## config.mk

```make
export PLATFORM = sky130hd
export DESIGN_NAME = status_top
export DESIGN_NICKNAME = d
export VERILOG_FILES = /design/src/verilog/status_pkg.sv /design/src/verilog/status_fifo.sv /design/src/verilog/status_router2.sv /design/src/verilog/status_generator.sv /design/src/verilog/status_top.sv
export SDC_FILE = /design/constraint.sdc
export NUM_CORES = 1
export LEC_CHECK = 0
export BUFFER_PORTS_ARGS = -buffer_cell sky130_fd_sc_hd__clkbuf_2
export CORE_MARGIN = 5
export CORE_UTILIZATION = 55
export DETAILED_ROUTE_END_ITERATION = 10
export GPL_TIMING_DRIVEN = 0
export HOLD_SLACK_MARGIN = 0.08
export PLACE_DENSITY_LB_ADDON = 0.1
export SYNTH_ARGS = -nofsm -noshare
export SYNTH_HDL_FRONTEND = slang
export SYNTH_HIERARCHICAL = 1
export SYNTH_SLANG_ARGS = --single-unit
export TNS_END_PERCENT = 1
```

## constraint.sdc

```tcl
create_clock -name rst -period 9.2 [get_ports rst]
set_input_delay 0.46 -clock rst [delete_from_list [all_inputs] [get_ports rst]]
set_output_delay 0.46 -clock rst [all_outputs]
set_load 0.05 [all_outputs]
```

## src/verilog/status_pkg.sv

```systemverilog
// shared widths and types for the status packet tree
// packet is one header byte {chan, seq} then a 24-bit word, LSB first
// FIFO half-full threshold must leave room for one whole packet
package status_pkg;

    localparam int FIFO_DEPTH_LOG2 = 4;                     // 16 entries per input FIFO
    localparam int FIFO_DEPTH      = 1 << FIFO_DEPTH_LOG2;
    localparam int FIFO_HALF       = FIFO_DEPTH / 2;        // stop accepting at this fill
    localparam int NUM_CHANNELS    = 4;                     // sources at the top level
    localparam int PACKET_BYTES    = 4;                     // header + 3 data bytes

    typedef logic [7:0]  status_byte_t;                     // one link byte
    typedef logic [23:0] status_word_t;                     // payload of one packet
    typedef logic [1:0]  chan_id_t;                         // source channel number
    typedef logic [5:0]  seq_t;                             // per channel, wraps

    // sender side of a link, start comes back separately
    typedef struct packed {
        status_byte_t db;                                   // data byte
        logic         rq;                                   // low on the last byte
    } status_link_t;

    // one FIFO slot, last marks the packet end
    typedef struct packed {
        logic         last;
        status_byte_t db;
    } fifo_entry_t;

endpackage

```

## src/verilog/status_fifo.sv

```systemverilog
// first-word-fallthrough FIFO, data_out is the head without a register stage
// writes to a full FIFO and reads from an empty one are ignored
// half_full is registered and set at FIFO_HALF or more entries
module status_fifo (
    input  logic                     rst,       // clock
    input  logic                     clk,       // async reset, active high
    input  logic                     we,
    input  logic                     re,
    input  status_pkg::fifo_entry_t  data_in,
    output status_pkg::fifo_entry_t  data_out,
    output logic                     nempty,
    output logic                     half_full
);
    import status_pkg::*;

    typedef logic [FIFO_DEPTH_LOG2-1:0] ptr_t;
    typedef logic [FIFO_DEPTH_LOG2:0]   cnt_t;      // one extra bit to hold FIFO_DEPTH

    fifo_entry_t mem [FIFO_DEPTH];
    ptr_t        wr_ptr;
    ptr_t        rd_ptr;
    cnt_t        count;
    cnt_t        count_next;
    logic        full;
    logic        do_wr;
    logic        do_rd;

    assign full   = (count == cnt_t'(FIFO_DEPTH));
    assign nempty = (count != '0);
    assign do_wr  = we && !full;
    assign do_rd  = re && nempty;

    assign data_out = mem[rd_ptr];                  // fallthrough head

    always_comb begin
        count_next = count;
        if (do_wr && !do_rd) begin
            count_next = count + 1'b1;
        end else if (do_rd && !do_wr) begin
            count_next = count - 1'b1;
        end
    end

    always_ff @(posedge rst or posedge clk) begin
        if (clk) begin
            wr_ptr    <= '0;
            rd_ptr    <= '0;
            count     <= '0;
            half_full <= 1'b0;
        end else begin
            if (do_wr) begin
                wr_ptr <= wr_ptr + 1'b1;            // wraps at depth
            end
            if (do_rd) begin
                rd_ptr <= rd_ptr + 1'b1;
            end
            count     <= count_next;
            half_full <= (count_next >= cnt_t'(FIFO_HALF)); // tracks count exactly
        end
    end

    // storage
    always_ff @(posedge rst) begin
        if (do_wr) begin
            mem[wr_ptr] <= data_in;
        end
    end

endmodule

```

## src/verilog/status_router2.sv

```systemverilog
// 2:1 packet router, each input buffered in its own FIFO
// start signals are combinational and last one cycle
// packets leave whole, round robin when both FIFOs hold data
module status_router2 (
    input  logic                      rst,        // clock
    input  logic                      clk,        // async reset, active high
    input  status_pkg::status_link_t  link_in0,
    output logic                      start_in0,  // first byte accepted
    input  status_pkg::status_link_t  link_in1,
    output logic                      start_in1,
    output status_pkg::status_link_t  link_out,
    input  logic                      start_out   // from downstream, one cycle
);
    import status_pkg::*;

    logic [1:0]  rq_in;
    logic [1:0]  start_rcv;
    logic [1:0]  rcv_rest;          // receiving bytes after the first
    logic [1:0]  fifo_we;
    logic [1:0]  fifo_re;
    logic [1:0]  fifo_nempty;
    logic [1:0]  fifo_half;
    fifo_entry_t fifo_din [2];
    fifo_entry_t fifo_dout [2];
    logic        snd_rest;          // forwarding bytes after the first
    logic        cur_chn;           // channel being forwarded
    logic        next_chn;          // round robin pointer
    logic        sel_chn;           // pick for the next packet
    logic        out_chn;
    logic        snd_last;
    logic        rd_en;

    // input side
    assign rq_in     = {link_in1.rq, link_in0.rq};
    assign start_rcv = rq_in & ~rcv_rest & ~fifo_half;  // skip half-full inputs
    assign start_in0 = start_rcv[0];
    assign start_in1 = start_rcv[1];
    assign fifo_we   = start_rcv | rcv_rest;

    // rq low after the first byte marks the end
    assign fifo_din[0] = '{last: rcv_rest[0] & ~rq_in[0], db: link_in0.db};
    assign fifo_din[1] = '{last: rcv_rest[1] & ~rq_in[1], db: link_in1.db};

    // output side
    assign sel_chn  = (&fifo_nempty) ? next_chn : fifo_nempty[1];
    assign out_chn  = snd_rest ? cur_chn : sel_chn;   // mux set up before start_out
    assign snd_last = fifo_dout[cur_chn].last;
    assign rd_en    = start_out || snd_rest;
    assign fifo_re  = {rd_en & out_chn, rd_en & ~out_chn};

    assign link_out.db = fifo_dout[out_chn].db;
    assign link_out.rq = snd_rest ? ~snd_last : |fifo_nempty;

    always_ff @(posedge rst or posedge clk) begin
        if (clk) begin
            rcv_rest <= 2'b00;
            snd_rest <= 1'b0;
            cur_chn  <= 1'b0;
            next_chn <= 1'b0;
        end else begin
            rcv_rest <= (rcv_rest & rq_in) | start_rcv;  // drops after the last byte
            if (snd_rest) begin
                snd_rest <= ~snd_last;
            end else begin
                snd_rest <= start_out;
            end
            if (start_out && !snd_rest) begin
                cur_chn  <= sel_chn;
                next_chn <= ~sel_chn;               // other input gets the next turn
            end
        end
    end

    status_fifo fifo_in0_i (
        .rst       (rst),
        .clk       (clk),
        .we        (fifo_we[0]),
        .re        (fifo_re[0]),
        .data_in   (fifo_din[0]),
        .data_out  (fifo_dout[0]),
        .nempty    (fifo_nempty[0]),
        .half_full (fifo_half[0])
    );

    status_fifo fifo_in1_i (
        .rst       (rst),
        .clk       (clk),
        .we        (fifo_we[1]),
        .re        (fifo_re[1]),
        .data_in   (fifo_din[1]),
        .data_out  (fifo_dout[1]),
        .nempty    (fifo_nempty[1]),
        .half_full (fifo_half[1])
    );

endmodule

```

## src/verilog/status_generator.sv

```systemverilog
// sends one four-byte status packet per trigger
// a send during a transfer waits as pending, newer sends overwrite it
// the word is taken when start arrives, not when send is seen
module status_generator #(
    parameter status_pkg::chan_id_t CHANNEL_ID = '0
) (
    input  logic                      rst,      // clock
    input  logic                      clk,      // async reset, active high
    input  logic                      send,     // one-cycle trigger
    input  status_pkg::status_word_t  status,
    output status_pkg::status_link_t  link,
    input  logic                      start     // from router, one cycle
);
    import status_pkg::*;

    typedef enum logic [1:0] {
        st_idle,
        st_request,     // header on db, waiting for start
        st_stream       // data bytes, LSB first
    } gen_state_t;

    typedef logic [$clog2(PACKET_BYTES)-1:0] byte_idx_t;

    gen_state_t   state;
    status_word_t pend_word;    // newest captured value
    logic         pend_valid;
    status_word_t tx_word;      // shifts right one byte per cycle
    seq_t         seq;
    byte_idx_t    byte_cnt;     // data byte index in stream
    logic         take;
    logic         last_byte;

    assign take      = (state == st_request) && start;
    assign last_byte = (state == st_stream) && (byte_cnt == byte_idx_t'(PACKET_BYTES - 2));

    always_comb begin
        link.rq = (state == st_request) || ((state == st_stream) && !last_byte);
        if (state == st_stream) begin
            link.db = tx_word[7:0];
        end else begin
            link.db = {CHANNEL_ID, seq};            // header
        end
    end

    always_ff @(posedge rst or posedge clk) begin
        if (clk) begin
            state      <= st_idle;
            pend_valid <= 1'b0;
            seq        <= '0;
            byte_cnt   <= '0;
        end else begin
            if (send) begin
                pend_valid <= 1'b1;
            end else if (take) begin
                pend_valid <= 1'b0;                 // word now in flight
            end
            case (state)
                st_idle: begin
                    if (send || pend_valid) begin
                        state <= st_request;        // rq next cycle
                    end
                end
                st_request: begin
                    if (start) begin
                        state    <= st_stream;
                        byte_cnt <= '0;
                    end
                end
                st_stream: begin
                    byte_cnt <= byte_cnt + 1'b1;
                    if (last_byte) begin
                        seq <= seq + 1'b1;          // wraps
                        if (send || pend_valid) begin
                            state <= st_request;    // back to back
                        end else begin
                            state <= st_idle;
                        end
                    end
                end
                default: state <= st_idle;
            endcase
        end
    end

    // payload
    always_ff @(posedge rst) begin
        if (send) begin
            pend_word <= status;
        end
        if (take) begin
            tx_word <= pend_word;                   // send on this edge waits for next packet
        end else if (state == st_stream) begin
            tx_word <= tx_word >> 8;
        end
    end

endmodule

```

## src/verilog/status_top.sv

```systemverilog
// four status sources merged onto one link through a 4:1 router tree
// minimum latency from a generator start to rq on link_out is 2 cycles
// start_out is combinational and high for one cycle per packet
module status_top (
    input  logic                                     rst,        // clock
    input  logic                                     clk,        // async reset, active high
    input  logic [status_pkg::NUM_CHANNELS-1:0]      send,
    input  status_pkg::status_word_t                 status [status_pkg::NUM_CHANNELS],
    output status_pkg::status_link_t                 link_out,
    input  logic                                     start_out
);
    import status_pkg::*;

    status_link_t            gen_link [NUM_CHANNELS];
    logic [NUM_CHANNELS-1:0] gen_start;
    status_link_t            link_a;     // channels 0 and 1
    logic                    start_a;
    status_link_t            link_b;     // channels 2 and 3
    logic                    start_b;

    for (genvar i = 0; i < NUM_CHANNELS; i++) begin : gen_ch
        status_generator #(
            .CHANNEL_ID (chan_id_t'(i))
        ) generator_i (
            .rst    (rst),
            .clk    (clk),
            .send   (send[i]),
            .status (status[i]),
            .link   (gen_link[i]),
            .start  (gen_start[i])
        );
    end

    // first level
    status_router2 router_a (
        .rst       (rst),
        .clk       (clk),
        .link_in0  (gen_link[0]),
        .start_in0 (gen_start[0]),
        .link_in1  (gen_link[1]),
        .start_in1 (gen_start[1]),
        .link_out  (link_a),
        .start_out (start_a)
    );

    status_router2 router_b (
        .rst       (rst),
        .clk       (clk),
        .link_in0  (gen_link[2]),
        .start_in0 (gen_start[2]),
        .link_in1  (gen_link[3]),
        .start_in1 (gen_start[3]),
        .link_out  (link_b),
        .start_out (start_b)
    );

    // second level
    status_router2 router_root (
        .rst       (rst),
        .clk       (clk),
        .link_in0  (link_a),
        .start_in0 (start_a),
        .link_in1  (link_b),
        .start_in1 (start_b),
        .link_out  (link_out),
        .start_out (start_out)
    );

endmodule

```

== After elaboration in Yosys (flattened, before gate mapping) ==
Memory sizes are Yosys's and may differ from the RTL's.
Index checks and enable logic that the tools add are counted.
Widths: inputs -> output; s select.

* Equality and inequality tests: 30
* $lt $le $gt $ge: 12
* Bitwise logic cells: 54
* Reduce and logical (&&, ||, !) cells: 115
* Multiplexer cells: 102
* Add/subtract/negate cells: 32

{| class="wikitable"
|+ Operators with widths
! operator !! count
|-
| $mux 24 || 8
|-
| $mux 8 || 13
|-
| $mux 9 || 9
|-
| $mux 5 || 12
|-
| $add 4x1->4 const B || 12
|-
| $logic_and 1x1->1 || 39
|-
| $mux 1 || 36
|-
| $mux 2 || 16
|-
| $add 5x1->5 const B || 6
|-
| $eq 5x5->1 const B || 6
|-
| $ge 5x4->1 const B || 6
|-
| $reduce_bool 5->1 || 6
|-
| $sub 5x1->5 const B || 6
|-
| $logic_not 1->1 || 25
|-
| $add 6x1->6 const B || 4
|-
| $ne 2x1->1 const B || 12
|-
| $pmux 2 s3 || 4
|-
| $reduce_bool 2->1 || 12
|-
| $reduce_and 2->1 || 11
|-
| $and 2x2->2 || 9
|-
| $eq 2x2->1 const B || 8
|-
| $pmux 2 s2 || 4
|-
| $not 1->1 || 15
|-
| $and 1x1->1 || 12
|-
| 10 further kinds || 54
|}

* Memory bits (writable): 864
* Memories kept: 6
* Flip-flop bits (word level): 335

{| class="wikitable"
|+ Memory list
! name !! depth !! bits a word !! rd ports !! clocked after Yosys merged registers in !! write ports !! RTL line !! source
|-
| router_a.fifo_in0_i.mem || 16 || 9 || 1 || 0 || 1 || status_fifo.sv:19 || <nowiki>fifo_entry_t mem [FIFO_DEPTH];</nowiki>
|-
| router_a.fifo_in1_i.mem || 16 || 9 || 1 || 0 || 1 || status_fifo.sv:19 ||
|-
| router_b.fifo_in0_i.mem || 16 || 9 || 1 || 0 || 1 || status_fifo.sv:19 ||
|-
| router_b.fifo_in1_i.mem || 16 || 9 || 1 || 0 || 1 || status_fifo.sv:19 ||
|-
| router_root.fifo_in0_i.mem || 16 || 9 || 1 || 0 || 1 || status_fifo.sv:19 ||
|-
| router_root.fifo_in1_i.mem || 16 || 9 || 1 || 0 || 1 || status_fifo.sv:19 ||
|}

== Longest topological paths before layout ==
Gate-level depths: netlist of run 1.

* Depth in word-level cells: 15
* Gate-level depth with buffers: 17
* Gate-level depth less buffers: 15

== By module ==
Netlist of run 1, hierarchy kept.

{| class="wikitable"
|+ By module, submodules not included
! module !! times used !! area an instance (µm²) !! cells each
|-
| status_fifo (router_b.fifo_in0_i ...) || 3 || 6,465.0 || 317
|-
| status_fifo (router_a.fifo_in0_i ...) || 2 || 6,311.1 || 318
|-
| status_fifo (router_root.fifo_in1_i) || 1 || 6,467.5 || 317
|-
| status_generator (gen_ch[1].generator_i ...) || 2 || 2,294.7 || 131
|-
| status_generator (gen_ch[0].generator_i) || 1 || 2,296.0 || 132
|-
| status_generator (gen_ch[3].generator_i) || 1 || 2,284.7 || 142
|-
| status_router2 || 3 || 414.1 || 44
|}

== Least setup slack after synthesis of run 1 ==
Ideal clock, no wire load.

* Path kind: register -> register
* From: reg router_a.fifo_in1_i.rd_ptr[0]
* To: mem router_root/fifo_in0_i/mem[7][0] (netlist bit), enable pin
* Path buffers: 1
* Slack: 5.638 ns
* Data required time: 8.863 ns
* Setup time: 0.337 ns
* Arrival time: 3.224 ns
* Period minus slack after synthesis: 3.562 ns
* Cell stages (with the launch flop): 13
* Cell sequence: dfrtp_1 > clkbuf_1 > mux4_2 > a22oi_1 > nand2_1 > mux2i_1 > nand2_1 > o21ai_0 > nor3b_1 > or2_2 > nand2_1 > nor3b_1 > and2_1

{| class="wikitable"
|+ RTL lines
! what !! RTL line !! source
|-
| start, declared || status_fifo.sv:21 || <nowiki>ptr_t rd_ptr;</nowiki>
|-
| start signal, assigned || status_fifo.sv:55 || <nowiki>rd_ptr <= rd_ptr + 1'b1;</nowiki>
|-
| end, declared || status_fifo.sv:19 ||
|}

==> impl_results.md, run 1 <==
- Fin worst setup slack: 3.80 ns
- Final count of pins violating max slew: 0
- PD cells: 352 mW/mm2
- Distinct cells, synth: 65
- Total chip power: 19.7 mW
- Yosys warnings: 6
- Share of layout cells above drive strength 1: 22.2%
- Peak Freq: 185 MHz
- Crit-path max cell delay: 0.85 ns
- Reg area: 0.0353 mm2
- Fill count: 6178
- Share of the synthesized area in the top cell type: 64.9%
- Post-synth EDFFs: 1056
- DRC: 0
- HPWL Detailed: 62200 um
- Period utilization: 58.7%
- GPL Wtd Cong: 0.778
- Pre-CTS WS: 3.82 ns
- Vias in the first global route: 24900
- Synth Register Bits: 1199
- Delay-heaviest family, CP: simple AND/OR/NAND/NOR gates
- Hold Crit Class: in -> async
- Top_reg_cell synth: edfxtp_1
- Drt initial violations: 1964
- Setup TNS: 0 ns
- Count of clock tree sinks: 1199
- First-pass GRT wire length: 148000 um
- Setup Fix Bufs, Post-CTS: 0
- Mapped Area: 0.0489 mm2
- PortBufs: 111
- Max Root-Sink Buffers: 3
- Clk slew on worst S/H paths: 0.06 ns
- Sequential share of the synthesized area: 72.2%
- Slew @ Worst Pin: 1.29 ns
- Syn_nets: 2725
- Outcome: complete, no violations
- First-pass DRT Iterations: 5
- CTS tree: built
- Area contributors post-synth: edfxtp_1 65%, dfrtp_1 7.3%, mux4_2 6.8%
- Slowest cell on the critical path: nor3b_1
- Avg Inst Size Synth: 19.0 um2
- Worst-path fanout max: 10
- CP startpoint kind: flop
- Crit Path Class: reg -> reg
- Resized Gates After CTS: 0
- Req. time, crit path: 9.50 ns
- Via density: 5.82
- Area taken by multi-input logic gates: 0.0126 mm2
- Final Setup Violations: 0
- Ys async rst share: 11.9%
- Post-synth top area cell: edfxtp_1
- Die Ht: 308 um
- H-tree depth: 3
- DR vias: 24300
- Crit path cell chain: clkbuf_1 -> clkbuf_1 -> mux4_2 -> a22oi_1 -> nand2_1 -> mux2i_1 -> nand2_1 -> o21ai_0 -> nor3b_1 -> or2_2 -> nand2_1 -> nor3_1 -> and2_1
- Initial antenna violation count: 0
- # Max-Cap Violations: 0
- Max-slew headroom: 13.5%
- Worst path bufs/invs: 2
- Starting Density: 55.3%
- Die Wd: 308 um
- Worst-Skew Late Latency: 0.68 ns
- Die area: 0.0950 mm2
- Hold violation count in the final report: 0
- Crit path capture type: flop
- Crit path launch: router_a/fifo_in1_i/rd_ptr[1]$_DFFE_PP0P_
- N_diodes: 0
- Final ANT Viol Nets: 0
- Synthesis-to-finish area growth: 14.1%
- Gate Count Post-Synth: 2572
- Final nets: 3053
- Leak: 19.7 nW
- Root buf cell: clkbuf_16
- Num ports: 112
- Grt ovf: 0
- TritonCTS Buffers: 118
- Crit path time final: 5.40 ns
- R2r startpoint: router_a/fifo_in1_i/rd_ptr[1]$_DFFE_PP0P_
- RSZ-0062 raised after global routing: no
- GRT Overall Usage: 20.4%
- Clock Skews: 0.0294 ns
- Final wirelength: 96600 um
- Core area: 0.0884 mm2
- Cell mode on critical path: nand2_1
- Hold-fix buffer count after cts: 97
- Num rows: 109
- Crit path DAT: 5.70 ns
- IR drop worst, VDD: 438 uV
- Drt wl/cell: 23.2 um
- Largest net degree at the start of global routing: 27
## state kept, by name, indices dropped and copies added, names as in the netlist, 5 cells and up
register,cells
router_b/fifo_in1_i/mem,144
router_b/fifo_in0_i/count,5
router_root/fifo_in1_i/count,5
gen_ch.generator_i/tx_word,96
router_root/fifo_in0_i/mem,144
router_root/fifo_in1_i/mem,144
router_root/fifo_in0_i/count,5
gen_ch.generator_i/byte_cnt,8
gen_ch.generator_i/seq,24
router_a/fifo_in1_i/count,5
router_b/fifo_in1_i/count,5
gen_ch.generator_i/state,8
router_a/fifo_in0_i/count,5
router_b/fifo_in0_i/mem,144
router_a/fifo_in1_i/mem,144
router_a/fifo_in0_i/mem,144
gen_ch.generator_i/pend_word,96
## synth_stat cells (all sizes together), types with 5 or more instances
library cell	number
nand4b	5
a211oi	10
and2	118
dfrtp	143
a21boi	6
nand3b	11
nand2	168
xnor2	61
a22oi	112
mux2	110
nor2	54
and4	24
edfxtp	1056
nand4bb	8
mux4	216
nor3	18
and2b	7
inv	66
ha	50
o22ai	10
a21o	8
nor3b	21
clkbuf	35
buf	74
nand3	15
mux2i	13
o211a	6
or2	7
xor2	15
o21ai	31
nand4	20
nor2b	16
nand2b	15
## metrics by stage
step,area [um2],utilization (%),hold WS (ns),cells
floorplan,48900,-,0.239,2572
global placement,50900,57.6,0.434,3848
detailed placement,50900,57.6,0.438,3848
CTS,55800,63.2,0.223,4168
global route,55800,63.2,0.213,4168
finish,55800,63.2,0.195,4168
## report_power, final
| group | internal (mW) | total, mW | switching [mW] |
|---|---|---|---|
| clock | 2.85 | 4.81 | 1.96 |
| sequential | 7.88 | 8.35 | 0.465 |
| combinational | 2.55 | 6.49 | 3.95 |
## cell type report
type                            count  share of cell area [%]
Clock buffer                      147                    5.65
Multi-Input combinational cell   1198                    22.6
Inverter                           66                   0.444
Timing Repair Buffer              208                    2.74
Tap cell                         1165                    2.61
Clock inverter                     76                    1.39
Buffer                            109                    1.37
Sequential cell                  1199                    63.2
## placed cells by master (no fill, tap or decap), types with 24 or more instances in the layout
| master | n |
|---|---|
| edfxtp_1 | 1056 |
| nand2_1 | 167 |
| mux4_2 | 147 |
| dfrtp_1 | 143 |
| clkbuf_16 | 120 |
| and2_1 | 116 |
| clkbuf_2 | 111 |
| a22oi_1 | 108 |
| dlygate4sd3_1 | 97 |
| mux2_2 | 86 |
| mux4_1 | 69 |
| inv_1 | 62 |
| xnor2_1 | 61 |
| clkbuf_1 | 54 |
| nor2_1 | 50 |
| ha_1 | 50 |
| buf_2 | 34 |
| clkinv_2 | 25 |
| clkinv_1 | 24 |
| mux2_4 | 24 |
| and4_1 | 24 |
## worst reg2reg max path: stages (launching register included)
cell and delay, ns:
dfrtp_1 0.38, clkbuf_1 0.52, clkbuf_1 0.55, mux4_2 0.42, a22oi_1 0.22, nand2_1 0.17, mux2i_1 0.18, nand2_1 0.09
o21ai_0 0.31, nor3b_1 0.86, or2_2 0.33, nand2_1 0.17, nor3_1 0.33, and2_1 0.51
## routing by layer
layer	track usage, %	wire length, um	vias up
li1	-	-	10900
met1	29.3	41500	12600
met2	33.8	48300	617
met3	2.77	4890	119
met4	5.27	1920	0
met5	0	0	-
## logic make-up (layout without fill, tap and decap cells)
group                      count (synthesis)  count (layout)  share of synthesized area [%]
buffers and inverters                    175             606                           2.07
DFF                                     1199            1199                           72.2
adders and majority gates                 52              52                           1.32
muxes                                    339             339                           13.5
and+or+nand+nor                          526             526                           6.34
AOI/OAI and AO/OA                        205             205                           3.27
xor gates and xnor gates                  76              76                           1.36
## final timing paths
path	slack [ns]	cells past startpoint	endpoint
setup / recovery	3.80	13	router_root/fifo_in0_i/mem[2][5]$_DFFE_PP_
hold / removal	0.20	2	router_root/rcv_rest[1]$_DFF_PP0_
setup reg to reg	3.80	13	router_root/fifo_in0_i/mem[2][5]$_DFFE_PP_
hold reg to reg	0.45	1	router_root/rcv_rest[1]$_DFF_PP0_
max in group asynchronous	8.44	2	router_root/fifo_in0_i/rd_ptr[0]$_DFFE_PP0P_
min in group rst	0.45	1	router_root/rcv_rest[1]$_DFF_PP0_
No activity file was read; power rests on OpenSTA's default activity.
==> run 2: changes to the inputs <==
- ABC_AREA: not set -> 1
- clock period: 9.2 -> 4.9 ns (I/O delays scaled with it)
==> run 2 against run 1 <==
Count of clock-buffer cells in the layout rose by 28. Via count rose by 34%. Combinational power increased by 110%. Non-clock buffer count increased by 92. Highest routed layer unchanged. Critical path type unchanged. Synthesized area increased by 3.8%. Design area is 4.3% higher. Total power rose by 96%. Cell count up 40%. Utilization is 0.37 points higher. Critical path depth grew 3.
==> impl_results.md, run 2 <==
- Mapped Area: 0.0508 mm2 (was 0.0489 mm2)
- Leak: 21.8 nW (was 19.7 nW)
- Leading cell type in the layout, fill and taps excluded: edfxtp_1 (unchanged)
- Share of the synthesized area in the top cell type: 62.5% (was 64.9%)
- Num ports: 112 (unchanged)
- Syn_nets: 4334 (was 2725)
- Crit path DAT: 4.75 ns (was 5.70 ns)
- Die Ht: 314 um (was 308 um)
- Min-delay src: send[0]
- Clock Skews: 0.0217 ns (was 0.0294 ns)
- Met2 usage in global routing: 39.8% (was 33.8%)
- Hold Crit Class: in -> reg (was in -> async)
- Most frequent cells in the layout: 1056 x edfxtp_1, 729 x nor2_1, 498 x o21ai_0 (was 1056 x edfxtp_1, 167 x nand2_1, 147 x mux4_2)
- IR drop worst, VDD: 451 uV (was 438 uV)
- Num rows: 111 (was 109)
- Hold Path End: gen_ch[0].generator_i/pend_word[17]$_DFFE_PP_
- Outcome: complete, no violations (unchanged)
- DRC: 0 (unchanged)
- Peak Freq: 226 MHz (was 185 MHz)
- Final count of pins violating max slew: 0 (unchanged)
- Worst r2r dst: router_root/fifo_in0_i/mem[1][8]$_DFFE_PP_ (was router_root/fifo_in0_i/mem[2][5]$_DFFE_PP_)
- GRT Overall Usage: 24.2% (was 20.4%)
- Die Wd: 314 um (was 308 um)
- Count of clock tree sinks: 1199 (unchanged)
- GRT busiest layer: met2 (unchanged)
- First-pass GRT wire length: 184000 um (was 148000 um)
- Initial antenna violation count: 1 (was 0)
- Max Root-Sink Buffers: 3 (unchanged)
- TritonCTS Buffers: 130 (was 118)
- DR vias: 32600 (was 24300)
- Top_reg_cell synth: edfxtp_1 (unchanged)
- Fill count: 6950 (was 6178)
- Root buf cell: clkbuf_16 (unchanged)
- PortBufs: 111 (unchanged)
- Yosys warnings: 6 (unchanged)
- Sequential share of the synthesized area: 69.5% (was 72.2%)
- Period utilization: 90.2% (was 58.7%)
- Starting Density: 55.4% (was 55.3%)
- Grt ovf: 0 (unchanged)
- Final Setup Violations: 0 (unchanged)
- Via density: 5.59 (was 5.82)
- Req. time, crit path: 5.23 ns (was 9.50 ns)
- Met1 global-route usage: 33.4% (was 29.3%)
- CTS tree: built (unchanged)
- Vias in the first global route: 31800 (was 24900)
- Resized Gates After CTS: 0 (unchanged)
- Max-slew headroom: 13.6% (was 13.5%)
- Crit path capture type: flop (unchanged)
- Worst-path fanout max: 10 (unchanged)
- Distinct cells, synth: 42 (was 65)
- Ys async rst share: 11.9% (unchanged)
- Post-synth EDFFs: 1056 (unchanged)
- First-pass DRT Iterations: 6 (was 5)
- N_diodes: 0 (unchanged)
- Area contributors post-synth: edfxtp_1 62%, dfrtp_1 7.0%, nor2_1 5.4% (was edfxtp_1 65%, dfrtp_1 7.3%, mux4_2 6.8%)
- Setup TNS: 0 ns (unchanged)
- Crit Path Class: reg -> reg (unchanged)
- GRT met3 Usage: 3.61% (was 2.77%)
- Synth Register Bits: 1199 (unchanged)
- RSZ-0062 raised after global routing: no (unchanged)
- Hold violation count in the final report: 0 (unchanged)
- Post-synth top cells: 1056 x edfxtp_1, 733 x nor2_1, 507 x o21ai_0 (was 1056 x edfxtp_1, 167 x nand2_1, 147 x mux4_2)
- # Max-Cap Violations: 0 (unchanged)
- Worst Reg2Reg Path Length in Cells: 16 (was 13)
- Largest net degree at the start of global routing: 27 (unchanged)
- GPL Wtd Cong: 0.876 (was 0.778)
- Final ANT Viol Nets: 0 (unchanged)
- Post-synth top area cell: edfxtp_1 (unchanged)
- WHS Path Cells: 1
- Setup Fix Bufs, Post-CTS: 0 (unchanged)
- Final nets: 4684 (was 3053)
- Clk slew on worst S/H paths: 0.06 ns (about the same)
- Count leader, synth: edfxtp_1 (unchanged)
- Core area: 0.0917 mm2 (was 0.0884 mm2)
- CP startpoint kind: flop (unchanged)
- Avg Inst Size Synth: 12.1 um2 (was 19.0 um2)
- Final wirelength: 120000 um (was 96600 um)
- Synthesis-to-finish area growth: 14.7% (was 14.1%)
- HPWL Detailed: 78400 um (was 62200 um)
- Die area: 0.0985 mm2 (was 0.0950 mm2)
- Drt initial violations: 3124 (was 1964)
- Slew @ Worst Pin: 1.30 ns (was 1.29 ns)
- Drt wl/cell: 20.5 um (was 23.2 um)
- Crit path time final: 4.42 ns (was 5.40 ns)
- H-tree depth: 4 (was 3)
- R2r startpoint: router_a/fifo_in1_i/rd_ptr[1]$_DFFE_PP0P_ (unchanged)
- Share of layout cells above drive strength 1: 13.7% (was 22.2%)
- Hold_ws: 0.186 ns (was 0.195 ns)
- Flop-to-flop setup slack: 0.48 ns (was 3.80 ns)
- Worst-Skew Late Latency: 0.72 ns (was 0.68 ns)
- Gate Count Post-Synth: 4181 (was 2572)
- PD cells: 660 mW/mm2 (was 352 mW/mm2)
-- run 2: stage by stage --
step                power [mW]  setup slack [ns]  utilization [%]  std cells  cell area (um2)
detailed placement        28.7             0.537             57.7       5487            52900
floorplan                 23.8              1.84                -       4181            50800
global placement          28.4             0.575             57.6       5478            52800
CTS                       38.6             0.509             63.5       5820            58200
finish                    38.4             0.481             63.5       5820            58200
global route              40.5             0.208             63.5       5820            58200
-- run 2: metal layers --
layer | wire [um] | part of all wire (%)
met1 | 49800 | 42
met2 | 58500 | 49
met3 | 7350 | 6.1
met4 | 3930 | 3.3
met5 | 0 | 0
-- run 2: timing repair --
item,4_1_cts,5_1_grt
endpoints found under the hold margin,127,0
hold buffers,98,0
endpoints found under the setup margin,0,0
-- run 2: worst max-delay path, cell delays in order, from the launching register on --
cell and delay (ns):
dfrtp_1 0.42, buf_2 0.26, buf_2 0.34, nor2_1 0.10, o21ai_0 0.13, o211ai_1 0.18
nand3_1 0.18, nand2_1 0.11, nand2_1 0.10, nand3_1 0.09, o21ai_0 0.34, inv_1 0.18
o21ai_0 0.35, nand2_4 0.15, inv_4 0.14, nand2_1 0.13, nor2_1 0.82
-- run 2: final cells by class --
cell class	instances	area (um2)	area share [%]
flip-flops and latches	1199	35300	60.6
multi-input cells	2457	13000	22.3
clock buffers	175	3680	6.32
repair buffers	218	1620	2.78
well taps	1186	1480	2.55
inverters	334	1330	2.28
plain buffers	191	1190	2.04
clock inverters	60	643	1.10
-- run 2: logic make-up (layout without fill, tap and decap cells) --
family | count (synthesis) | in the layout | share of synthesized area, %
AO/OA/AOI/OAI | 848 | 848 | 9.64
XOR/XNOR | 79 | 79 | 1.41
adder cells (fa/ha/maj) | 50 | 50 | 1.23
buffers and inverters | 525 | 978 | 4.95
flip-flops | 1199 | 1199 | 69.5
multiplexers | 3 | 3 | 0.0665
AND/OR/NAND/NOR | 1477 | 1477 | 13.2
-- run 2: where the power goes --
group	internal (mW)	switching, mW	leakage, nW
sequential	14.1	0.679	11.4
combinational	3.73	10.1	8.30
clock	5.95	3.87	2.10
total	23.8	14.6	21.8
-- run 2: worst max path at each step --
stage          cells past startpoint  slack, ns                                           to                                       from
2_1_floorplan                     18       1.84  router_root/fifo_in1_i/mem[11][0]$_DFFE_PP_  router_b/fifo_in1_i/rd_ptr[0]$_DFFE_PP0P_
3_3_place_gp                      15       0.58  router_root/fifo_in1_i/mem[11][2]$_DFFE_PP_  router_b/fifo_in1_i/rd_ptr[0]$_DFFE_PP0P_
3_5_place_dp                      15       0.54  router_root/fifo_in1_i/mem[11][2]$_DFFE_PP_  router_b/fifo_in1_i/rd_ptr[0]$_DFFE_PP0P_
4_1_cts                           16       0.51   router_root/fifo_in0_i/mem[9][6]$_DFFE_PP_  router_a/fifo_in1_i/rd_ptr[1]$_DFFE_PP0P_
5_1_grt                           15       0.21   router_root/fifo_in1_i/mem[7][1]$_DFFE_PP_  router_b/fifo_in1_i/rd_ptr[0]$_DFFE_PP0P_
6_report                          16       0.48   router_root/fifo_in0_i/mem[1][8]$_DFFE_PP_  router_a/fifo_in1_i/rd_ptr[1]$_DFFE_PP0P_
